==> src/verilog/bpPkg.sv <==
/*
 * Branch predictor shared types: widths, branch kinds, counter states
 * and the structs that carry fetch, prediction, resolve and update data
 */
`default_nettype none

package bpPkg;

    localparam int PC_W      = 32;
    localparam int HIST_BITS = 5;

    typedef logic [PC_W-1:0]      pcT;
    typedef logic [HIST_BITS-1:0] histT;

    // Branch kind seen at execute
    typedef enum logic [2:0] {
        kindNone,
        kindBeq,
        kindBne,
        kindJal,
        kindJalr
    } brKindE;

    // Two-bit saturating direction counter
    typedef enum logic [1:0] {
        strongNotTaken,
        weakNotTaken,
        weakTaken,
        strongTaken
    } ctrStateE;

    typedef struct packed {
        pcT   pc;
        logic isBranch;
    } fetchReqT;

    typedef struct packed {
        logic taken;
        pcT   target;
        histT phtIndex;
    } predictionT;

    typedef struct packed {
        pcT     pc;
        brKindE kind;
        logic   zero;
        pcT     target;
        logic   predictedTaken;
        histT   phtIndex;
    } resolveT;

    // Table writes from execute, already qualified by the resolve strobe
    typedef struct packed {
        logic btbWe;
        pcT   btbTarget;
        pcT   pc;
        logic phtWe;
        logic phtInc;
        histT phtIndex;
        logic historyReset;
    } updateT;

endpackage

`default_nettype wire

==> src/verilog/branchTargetBuffer.sv <==
/*
 * Branch target buffer: direct-mapped, untagged target store with a
 * valid bit per entry, combinational read and write at resolve
 */
`default_nettype none
`timescale 1ns/1ps

module branchTargetBuffer
    import bpPkg::*;
#(
    parameter int btbEntries = 32
) (
    input  logic   clk,
    input  logic   reset,
    input  pcT     lookupPc_i,
    input  updateT update_i,
    output logic   hit_o,
    output pcT     target_o
);

    localparam int idxW = $clog2(btbEntries);

    typedef logic [idxW-1:0] btbIdxT;

    pcT                    targets [btbEntries];
    logic [btbEntries-1:0] valid;
    btbIdxT                readIdx;
    btbIdxT                writeIdx;

    // Word-aligned PCs, so the index starts above bit 1
    assign readIdx  = lookupPc_i[idxW+1:2];
    assign writeIdx = update_i.pc[idxW+1:2];

    assign hit_o    = valid[readIdx];
    assign target_o = targets[readIdx];

    always_ff @(posedge clk) begin
        if (reset) begin
            valid <= '0;
        end else if (update_i.btbWe) begin
            valid[writeIdx] <= 1'b1;
        end
    end

    // Targets written by taken resolutions
    always_ff @(posedge clk) begin
        if (update_i.btbWe) begin
            targets[writeIdx] <= update_i.btbTarget;
        end
    end

endmodule

`default_nettype wire

==> src/verilog/patternHistoryTable.sv <==
/*
 * Pattern history table: gshare-indexed array of two-bit saturating
 * direction counters, trained by resolved conditional branches
 */
`default_nettype none
`timescale 1ns/1ps

module patternHistoryTable
    import bpPkg::*;
(
    input  logic   clk,
    input  logic   reset,
    input  histT   lookupIndex_i,
    input  updateT update_i,
    output logic   taken_o
);

    localparam int phtEntries = 2 ** HIST_BITS;

    ctrStateE ctr [phtEntries];
    ctrStateE readState;
    ctrStateE writeOld;
    ctrStateE writeNew;

    assign readState = ctr[lookupIndex_i];
    assign taken_o   = (readState == weakTaken) || (readState == strongTaken);

    // Next counter state for the entry being trained
    always_comb begin
        writeOld = ctr[update_i.phtIndex];
        writeNew = writeOld;
        case (writeOld)
            strongNotTaken: writeNew = update_i.phtInc ? weakNotTaken : strongNotTaken;
            weakNotTaken:   writeNew = update_i.phtInc ? weakTaken : strongNotTaken;
            weakTaken:      writeNew = update_i.phtInc ? strongTaken : weakNotTaken;
            strongTaken:    writeNew = update_i.phtInc ? strongTaken : weakTaken;
            default:        writeNew = weakNotTaken;
        endcase
    end

    always_ff @(posedge clk) begin
        if (reset) begin
            for (int i = 0; i < phtEntries; i++) begin
                ctr[i] <= weakNotTaken;
            end
        end else if (update_i.phtWe) begin
            ctr[update_i.phtIndex] <= writeNew;
        end
    end

    // A trained entry moves at most one state, and only in the trained direction
    stepA: assert property (
        @(posedge clk) disable iff (reset)
        update_i.phtWe |=>
            ($past(update_i.phtInc) ?
                ((int'(ctr[$past(update_i.phtIndex)]) - int'($past(writeOld)))
                    inside {0, 1}) :
                ((int'(ctr[$past(update_i.phtIndex)]) - int'($past(writeOld)))
                    inside {-1, 0}))
    ) else $error("PHT counter stepped by more than one state");

endmodule

`default_nettype wire

==> src/verilog/fetchLookup.sv <==
/*
 * Fetch-side lookup: global history register, gshare index and the
 * registered direction and target prediction for each fetch strobe
 */
`default_nettype none
`timescale 1ns/1ps

module fetchLookup
    import bpPkg::*;
#(
    parameter int btbEntries = 32
) (
    input  logic       clk,
    input  logic       reset,
    input  logic       fetchValid_i,
    input  fetchReqT   fetch_i,
    input  logic       historyReset_i,
    input  logic       btbHit_i,
    input  pcT         btbTarget_i,
    input  logic       ctrTaken_i,
    output pcT         lookupPc_o,
    output histT       lookupIndex_o,
    output logic       predValid_o,
    output predictionT prediction_o
);

    localparam int btbIdxW = $clog2(btbEntries);

    // BTB indexing drops low PC bits, so a non power of two size would alias
    if ((1 << btbIdxW) != btbEntries) begin : badBtbSize
        $error("btbEntries must be a power of two");
    end

    histT       history;
    logic       takenNow;
    pcT         targetNow;
    predictionT predNow;

    assign lookupPc_o    = fetch_i.pc;
    assign lookupIndex_o = history ^ fetch_i.pc[HIST_BITS+1:2];

    // Jumps follow the BTB alone, branches also need a taken counter
    assign takenNow  = btbHit_i && (!fetch_i.isBranch || ctrTaken_i);
    assign targetNow = takenNow ? btbTarget_i : fetch_i.pc + PC_W'(4);

    always_comb begin
        predNow.taken    = takenNow;
        predNow.target   = targetNow;
        predNow.phtIndex = lookupIndex_o;
    end

    always_ff @(posedge clk) begin
        if (reset) begin
            predValid_o <= 1'b0;
        end else begin
            predValid_o <= fetchValid_i;
        end
    end

    always_ff @(posedge clk) begin
        if (fetchValid_i) begin
            prediction_o <= predNow;
        end
    end

    // Mispredict clear takes priority over a same-cycle branch shift
    always_ff @(posedge clk) begin
        if (reset) begin
            history <= '0;
        end else if (historyReset_i) begin
            history <= '0;
        end else if (fetchValid_i && fetch_i.isBranch) begin
            history <= {history[HIST_BITS-2:0], takenNow};
        end
    end

    // Clear from resolve always lands, even against a branch fetch
    clearWinsA: assert property (
        @(posedge clk) disable iff (reset)
        historyReset_i |=> (history == '0)
    ) else $error("History not cleared after mispredict");

endmodule

`default_nettype wire

==> src/verilog/branchResolve.sv <==
/*
 * Execute-stage resolution: actual outcome, mispredict detection,
 * redirect PC and the table update strobes
 */
`default_nettype none
`timescale 1ns/1ps

module branchResolve
    import bpPkg::*;
(
    input  logic    clk,
    input  logic    reset,
    input  logic    resolveValid_i,
    input  resolveT resolve_i,
    output updateT  update_o,
    output logic    mispredict_o,
    output pcT      redirectPc_o
);

    logic isCond;
    logic isJump;
    logic actualTaken;
    logic wrongNow;
    pcT   redirectNow;

    assign isCond = (resolve_i.kind == kindBeq) || (resolve_i.kind == kindBne);
    assign isJump = (resolve_i.kind == kindJal) || (resolve_i.kind == kindJalr);

    // beq taken on zero, bne taken on nonzero, jumps always taken
    assign actualTaken = ((resolve_i.kind == kindBeq) && resolve_i.zero) ||
                         ((resolve_i.kind == kindBne) && !resolve_i.zero) ||
                         isJump;

    assign wrongNow    = actualTaken != resolve_i.predictedTaken;
    assign redirectNow = actualTaken ? resolve_i.target : resolve_i.pc + PC_W'(4);

    always_comb begin
        update_o.btbWe        = resolveValid_i && actualTaken;
        update_o.btbTarget    = resolve_i.target;
        update_o.pc           = resolve_i.pc;
        update_o.phtWe        = resolveValid_i && isCond;
        update_o.phtInc       = actualTaken;
        update_o.phtIndex     = resolve_i.phtIndex;
        update_o.historyReset = resolveValid_i && wrongNow;
    end

    always_ff @(posedge clk) begin
        if (reset) begin
            mispredict_o <= 1'b0;
        end else begin
            mispredict_o <= resolveValid_i && wrongNow;
        end
    end

    always_ff @(posedge clk) begin
        if (resolveValid_i) begin
            redirectPc_o <= redirectNow;
        end
    end

    // A non-branch only redirects when fetch wrongly predicted it taken
    noneA: assert property (
        @(posedge clk) disable iff (reset)
        (resolveValid_i && (resolve_i.kind == kindNone) && !resolve_i.predictedTaken)
            |=> !mispredict_o
    ) else $error("Mispredict raised for a non-branch predicted not taken");

endmodule

`default_nettype wire

==> src/verilog/branchPredictor.sv <==
/*
 * Branch prediction unit top: BTB, gshare PHT and history at fetch,
 * resolution and training at execute
 */
`default_nettype none
`timescale 1ns/1ps

module branchPredictor
    import bpPkg::*;
#(
    parameter int btbEntries = 32
) (
    input  logic       clk,
    input  logic       reset,
    input  logic       fetchValid_i,
    input  fetchReqT   fetch_i,
    input  logic       resolveValid_i,
    input  resolveT    resolve_i,
    output logic       predValid_o,
    output predictionT prediction_o,
    output logic       mispredict_o,
    output pcT         redirectPc_o
);

    pcT     lookupPc;
    histT   lookupIndex;
    logic   btbHit;
    pcT     btbTarget;
    logic   ctrTaken;
    updateT update;

    fetchLookup #(
        .btbEntries(btbEntries)
    ) fetchLookup_i (
        .clk           (clk),
        .reset         (reset),
        .fetchValid_i  (fetchValid_i),
        .fetch_i       (fetch_i),
        .historyReset_i(update.historyReset),
        .btbHit_i      (btbHit),
        .btbTarget_i   (btbTarget),
        .ctrTaken_i    (ctrTaken),
        .lookupPc_o    (lookupPc),
        .lookupIndex_o (lookupIndex),
        .predValid_o   (predValid_o),
        .prediction_o  (prediction_o)
    );

    branchTargetBuffer #(
        .btbEntries(btbEntries)
    ) branchTargetBuffer_i (
        .clk       (clk),
        .reset     (reset),
        .lookupPc_i(lookupPc),
        .update_i  (update),
        .hit_o     (btbHit),
        .target_o  (btbTarget)
    );

    patternHistoryTable patternHistoryTable_i (
        .clk          (clk),
        .reset        (reset),
        .lookupIndex_i(lookupIndex),
        .update_i     (update),
        .taken_o      (ctrTaken)
    );

    branchResolve branchResolve_i (
        .clk           (clk),
        .reset         (reset),
        .resolveValid_i(resolveValid_i),
        .resolve_i     (resolve_i),
        .update_o      (update),
        .mispredict_o  (mispredict_o),
        .redirectPc_o  (redirectPc_o)
    );

endmodule

`default_nettype wire

==> config.mk <==
export PLATFORM = sky130hd
export DESIGN_NAME = branchPredictor
export DESIGN_NICKNAME = d
export VERILOG_FILES = /design/src/verilog/bpPkg.sv /design/src/verilog/branchTargetBuffer.sv /design/src/verilog/patternHistoryTable.sv /design/src/verilog/fetchLookup.sv /design/src/verilog/branchResolve.sv /design/src/verilog/branchPredictor.sv
export SDC_FILE = /design/constraint.sdc
export NUM_CORES = 1
export LEC_CHECK = 0
export BUFFER_PORTS_ARGS = -buffer_cell sky130_fd_sc_hd__buf_2
export CORE_MARGIN = 2
export CORE_UTILIZATION = 41
export DETAILED_ROUTE_END_ITERATION = 10
export PLACE_DENSITY = 0.56
export SLEW_MARGIN = 30
export SYNTH_ARGS = -nofsm -noshare
export SYNTH_HDL_FRONTEND = slang
export SYNTH_SLANG_ARGS = --single-unit
==> constraint.sdc <==
create_clock -name clk -period 8.9 [get_ports clk]
set_input_delay 1.78 -clock clk [delete_from_list [all_inputs] [get_ports clk]]
set_output_delay 1.78 -clock clk [all_outputs]
set_load 0.03 [all_outputs]
; ---- After elaboration in Yosys (flattened, before gate mapping)
; Memory sizes are Yosys's and may differ from the RTL's.
; Cells that the tools add are included.
[totals]
register_bits = 109
ram_bits = 1088
out_inout_bits = 72
mem_count = 2
[mem_list]
columns = memory, depth, word_bits, read_ports, rd_clocked_by_memory_dff, wr, line_no
row1 = branchTargetBuffer_i.targets, 32, 32, 1, 0, 1, branchTargetBuffer.sv:25  ; pcT targets [btbEntries];
row2 = patternHistoryTable_i.ctr, 32, 2, 2, 0, 32, patternHistoryTable.sv:20  ; ctrStateE ctr [phtEntries];
[classes]
add_sub_neg = 2
order_cmp = 3
eq_ne = 10
mux = 21
n_bitwise = 2
n_reduce_logical = 19
[op_table]
columns = operator, n
row1 = $add 32x3->32 const B, 2
row2 = $mux 32, 2
row3 = $or 32x32->32, 1
row4 = $lt 5x6->1 const B, 2
row5 = $mux 1, 12
row6 = $eq 2x2->1 const B, 4
row7 = $logic_and 1x1->1, 8
row8 = $pmux 2 s4, 1
row9 = $eq 3x2->1 const B, 2
row10 = $logic_or 1x1->1, 6
row11 = $mux 2, 3
row12 = $bmux 1 s5, 1
row13 = $demux 1 s5, 1
row14 = $ge 5x1->1 const B, 1
row15 = $mux 5, 1
row16 = $xor 5x5->5, 1
row17 = $reduce_or 2->1, 2
row18 = $eq 3x1->1 const B, 1
row19 = $eq 3x3->1 const B, 1
row20 = $eq 2x1->1 const B, 1
row21 = $logic_not 1->1, 2
row22 = $logic_not 2->1, 1
row23 = $ne 1x1->1, 1

; ---- Logic depth before layout (Yosys ltp)
[depth]
ltp_word = 8
mapped_depth = 9
depth_no_buf = 7

; ---- Modules after synthesis
; From an unflattened synthesis, not the netlist that was laid out.
[hier_totals]
hier_cells = 3228
area_unflattened_um2 = 49906.6
[by_module_without_submodules]
columns = mod, instances, cells_per_inst, area_per_inst_um2, seq_area_each_um2
row1 = branchTargetBuffer, 1, 2366, 41083.2, 31390.1
row2 = patternHistoryTable, 1, 312, 3657.3, 1921.8
row3 = fetchLookup, 1, 269, 2625.0, 1261.2
row4 = branchResolve, 1, 281, 2541.2, 980.9

; ---- Least setup slack after synthesis
; Ideal clock, no wire load.
[synth_path]
path_type = input-to-reg
start = in resolve_i[40] in the netlist's numbering
end = mem branchTargetBuffer_i.targets[15][0] in the netlist's numbering, enable pin
setup_time_ns = 0.423
arrival_ns = 4.013
required_time_ns = 8.477
setup_slack_ns = 4.464
path_stages = 5
n_path_buf = 1
cell_sequence = o21ai_0 > o21a_1 > clkbuf_1 > nand3_1 > nor2_1
[synth_between]
elab_chain_cells = 7
word_cells_on_any_way = 12
classes_between = eq/ne: 4 / mux: 2 / reduce/logical: 6
[synth_lines]
columns = element, line_no
row1 = start: declaration, branchPredictor.sv:18  ; input resolveT resolve_i,
row2 = $eq 3x1->1 / $eq 3x2->1 (equally long branches), "branchResolve.sv:30, branchResolve.sv:31"
row3 = $logic_and 1x1->1 (on tied branches), "branchResolve.sv:30, branchResolve.sv:31"
row4 = $logic_or 1x1->1, branchResolve.sv:30  ; assign actualTaken = ((resolve_i.kind == kindBeq) && resolve_i.zero) ||
row5 = $logic_or 1x1->1 (*), branchResolve.sv:31  ; ((resolve_i.kind == kindBne) && !resolve_i.zero) ||
row6 = $logic_and 1x1->1 (*), branchResolve.sv:38  ; update_o.btbWe = resolveValid_i && actualTaken;
row7 = $mux 1 (*), branchTargetBuffer.sv:47  ; if (update_i.btbWe) begin
row8 = $mux 1 (implied by the code) (*), branchTargetBuffer.sv:48  ; targets[writeIdx] <= update_i.btbTarget;
row9 = end: declaration, branchTargetBuffer.sv:25
; Every way passes the cells marked *; elsewhere a longest branch is shown, timed or not.

; ---- Worst setup path after layout
[layout_path]
start = in fetch_i[4] in the netlist's numbering
end = reg, netlist name fetchLookup_i.prediction_o[36]
[layout_between]
elab_chain_cells = 7
word_cells_on_any_way = 12
classes_between = add/sub: 1 / eq/ne: 2 / mux: 3 / bitwise: 1 / reduce/logical: 3 / memory: 2
[layout_lines]
columns = element, line_no
row1 = start: declaration, branchPredictor.sv:16  ; input fetchReqT fetch_i,
row2 = $xor 5x5->5, fetchLookup.sv:40  ; assign lookupIndex_o = history ^ fetch_i.pc[HIST_BITS+1:2];
row3 = $mem_v2 32x2, -
row4 = $eq 2x2->1, patternHistoryTable.sv:26  ; assign taken_o = (readState == weakTaken) || (readState == strongTaken);
row5 = $logic_or 1x1->1, patternHistoryTable.sv:26
row6 = $logic_or 1x1->1, fetchLookup.sv:43  ; assign takenNow = btbHit_i && (!fetch_i.isBranch || ctrTaken_i);
row7 = $logic_and 1x1->1, fetchLookup.sv:43
row8 = $mux 32 (*), fetchLookup.sv:44  ; assign targetNow = takenNow ? btbTarget_i : fetch_i.pc + PC_W'(4);
row9 = via fetchLookup_i.targetNow[31], fetchLookup.sv:36  ; pcT targetNow;
; Mark *: on every way through the listed nets, which the timed path passes. The rest lies on a longest branch. The select of a mux whose other input is x is not followed.
; A chain may end at the register's enable or synchronous reset.

==> results.py <==
metrics = {
    "clocking": {
        "clockRootBuffer": "clkbuf_16",
        "worstSkewPairLatency_ps": 710,
        "ctsResizeCount": 0,
        "cts_made_buffers": 121,
        "cts.sinks": 1197,
        "post-cts-setup-buffers": 0,
        "clkTransAtPathRegs_ps": 60,
        "cts_tree": "done",
        "hold_buffers": 0,
        "cts_htree_levels": 3,
        "clockBufferDepth": 3,
    },
    "pwr": {
        "pwr-share-seq": 0.530,
        "pwr-share-comb": 0.059,
        "switching_share": 0.2156,
        "clockPowerShare": 0.410,
        "power.switching_mw": 2.552,
        "irDropWorstVdd_v": 0.0001535,
        "internal_power_mw": 9.286,
        "total_power_mw": 11.84,
        "power.leakage_nw": 17.41,
        "p_per_area_mw_per_mm2": 216.6,
    },
    "route": {
        "ant_nets": 0,
        "viasPerCell": 5.811,
        "drt_pass1_iterations": 5,
        "drtIter0Drc": 2774,
        "drc_errors": 0,
        "routedWlPerCell_um": 30.82,
        "num_vias": 24082,
        "totalWireLength_um": 127700,
    },
    "floorplanning": {
        "die-area_mm2": 0.1191,
        "boundaryPins": 183,
        "start_util": 0.4118,
        "die_w_um": 345.2,
        "num_rows": 125,
        "die_h_um": 345.2,
        "core_area_mm2": 0.1159,
    },
    "synthesis": {
        "synth_edf_count": 1158,
        "ys_seq_elements": 1197,
        "yosysSeqAreaShare": 0.7450,
        "synth_nets": 2396,
        "syn_area_per_cell_um2": 20.93,
        "postSynthCellCount": 2280,
        "synth_ff_type": "edfxtp_1",
        "synth-async-reset-ratio": 0,
        "synth_area_mm2": 0.04772,
        "yosysWarningCount": 0,
        "yosysUniqueCellTypes": 49,
    },
    "finish": {
        "fin_nets": 2637,
        "fillers": 9511,
        "drive_above_1_share": 0.3200,
        "final_cell_area_mm2": 0.05465,
        "layoutNonFillerInstCount": 4144,
        "fin_util": 0.4716,
        "area_growth_pct": 14.53,
    },
    "sta": {
        "tns_ps": 0,
        "hold_ws_ps": 464.1,
        "hold_viol_final": 0,
        "fin_crit_sh": 0.6278,
        "slew_headroom": 0.3087,
        "finClkSkew_ps": 32.10,
        "rsz0062_at_grt": "no",
        "finalWorstSetupSlack_ps": 3313,
        "fmax_mhz": 179.0,
        "setup_viol": 0,
        "slew_viol_final": 0,
        "worst_slew_pin_slew_ps": 1029,
        "period_minus_slack_ps": 5587,
    },
    "status": {
        "status": "finished clean",
    },
    "grt": {
        "grt.overflow.total": 0,
        "grt_use_total": 0.2139,
        "grt_first_pass_wirelength_um": 181700,
        "grt_pass1_vias": 24362,
        "grt_max_degree": 112,
        "antenna_found_initial": 8,
    },
    "setup_path": {
        "cp.arrival_ps": 6000,
        "endpoint_kind": "flip-flop",
        "worstReg2RegStart": "fetchLookup_i.history[0]$_SDFFE_PP0P_",
        "worstSetupPathType": "in -> reg",
        "cp_max_fo": 87,
        "required_ps": 9310,
        "startpoint": "fetch_i[4]",
        "cp-start-kind": "input pin",
    },
    "min_path": {
        "hp-start": "branchTargetBuffer_i.valid[2]$_SDFFE_PP0P_",
        "hp-class": "reg -> reg",
    },
    "placement": {
        "placed_cells": 3921,
        "routabilityCongestion": 0.7972,
        "post-place-ws_ps": 2671,
        "io_buffer_count": 182,
        "place_area_mm2": 0.05088,
        "hpwl_um": 72880,
    },
    "flow_run": {
        "max_cap_viol_count": 0,
    },
}
-- Yosys cell counts, types with 2 or more instances --
cell type / n / area share
dfxtp_1: 39 / 0.016
nand2_1: 102 / 0.0080
or2_2: 22 / 0.0029
nand3_1: 50 / 0.0052
and4_1: 5 / 0.00092
nor4_1: 4 / 0.00052
nor2_1: 128 / 0.010
nor3_1: 21 / 0.0022
mux2_2: 10 / 0.0024
nand2b_1: 17 / 0.0022
and3_1: 14 / 0.0018
o21ba_2: 10 / 0.0021
buf_2: 32 / 0.0034
xnor2_1: 30 / 0.0055
or4_1: 2 / 0.00031
or3_1: 2 / 0.00026
buf_1: 11 / 0.00087
nand4_1: 11 / 0.0014
o21ai_0: 29 / 0.0030
a22oi_1: 4 / 0.00063
ha_1: 5 / 0.0013
xor2_1: 32 / 0.0059
mux4_2: 353 / 0.17
nor3b_1: 2 / 0.00031
nor2b_1: 9 / 0.0012
a22o_1: 5 / 0.00092
mux2i_1: 59 / 0.012
nand3b_1: 4 / 0.00063
a21oi_1: 5 / 0.00052
or3b_2: 2 / 0.00037
inv_1: 11 / 0.00087
edfxtp_1: 1158 / 0.73
clkbuf_1: 70 / 0.0055
buf_6: 7 / 0.0017
-- worst max-delay path: stages --
cell	delay, ps
buf_8	540
buf_4	770
buf_4	860
nand2_1	190
nor2_1	260
and4_1	600
or3b_2	510
xor2_1	160
mux2i_1	90
-- final cells by class --
type / count / area, um^2 / area share
sequential: 1197 / 35550 / 0.6505
multi-input combinational: 951 / 11830 / 0.2165
clock buffer: 159 / 3233 / 0.05915
tap: 1524 / 1907 / 0.03489
timing repair buffer: 239 / 1575 / 0.02882
clock inverter: 62 / 508.0 / 0.009294
inverter: 11 / 41.29 / 0.0007555
antenna: 1 / 2.502 / 0.00004579
-- registers in the layout, summed over array words and instances, names as in the netlist --
name,count
fetchLookup_i.prediction_o,38
branchResolve_i.mispredict_o,1
branchTargetBuffer_i.targets,1024
branchResolve_i.redirectPc_o,32
fetchLookup_i.history,5
fetchLookup_i.predValid_o,1
branchTargetBuffer_i.valid,32
patternHistoryTable_i.ctr,64
-- placed cells by master (no fill, tap or decap), types with 3 or more instances in the layout --
master and instances:
a21oi_1 5, a22o_1 5, a22oi_1 4, and3_1 14, and4_1 5, buf_16 9
buf_2 175, buf_4 49, buf_6 3, bufinv_16 8, clkbuf_1 34, clkbuf_16 123
clkinv_1 24, clkinv_2 22, dfxtp_1 39, edfxtp_1 1158, ha_1 5, inv_1 11
inv_6 5, mux2_2 10, mux2i_1 59, mux4_2 353, nand2_1 102, nand2b_1 17
nand3_1 50, nand3b_1 4, nand4_1 11, nor2_1 96, nor2_4 32, nor2b_1 9
nor3_1 20, nor4_1 4, o21ai_0 29, o21ba_2 10, or2_2 22, xnor2_1 30
xor2_1 32
-- path summary, 6_finish.rpt --
path | slack, ps | endpoint | cells past startpoint
worst max-delay path | 3310 | fetchLookup_i.prediction_o[36]$_DFFE_PP_ | 9
worst min-delay path | 460 | branchTargetBuffer_i.valid[2]$_SDFFE_PP0P_ | 2
worst max register to register | 5300 | fetchLookup_i.prediction_o[23]$_DFFE_PP_ | 7
worst min register to register | 460 | branchTargetBuffer_i.valid[2]$_SDFFE_PP0P_ | 2
-- power groups by stage --
stage / clock network [mW] / logic (mW) / registers (mW)
4_1_cts: 4.94 / 0.711 / 6.28
5_1_grt: 5.16 / 0.752 / 6.28
6_report: 4.86 / 0.704 / 6.28
2_1_floorplan: 0 / 0.372 / 6.44
3_3_place_gp: 0 / 0.694 / 6.39
3_5_place_dp: 0 / 0.710 / 6.40
-- kinds of logic (layout without fill, tap and decap cells) --
kind of cell / Yosys count / after routing / synth area share
XOR/XNOR: 63 / 63 / 0.01172
adder cells (fa/ha/maj): 7 / 7 / 0.001757
AO/OA/AOI/OAI: 60 / 60 / 0.008574
multiplexers: 422 / 422 / 0.1813
other: 0 / 1 / 0
buffers and inverters: 132 / 471 / 0.01240
AND/OR/NAND/NOR: 399 / 399 / 0.03920
flip-flops: 1197 / 1197 / 0.7450
-- metal layers --
metal | part of all wire | track usage | vias up
met5 | 0.00021 | 0 | -
met4 | 0.017 | 0.04529 | 4
met3 | 0.074 | 0.04077 | 144
li1 | - | - | 9891
met1 | 0.43 | 0.3071 | 13109
met2 | 0.48 | 0.3427 | 934
No activity file was read; power rests on OpenSTA's default activity.
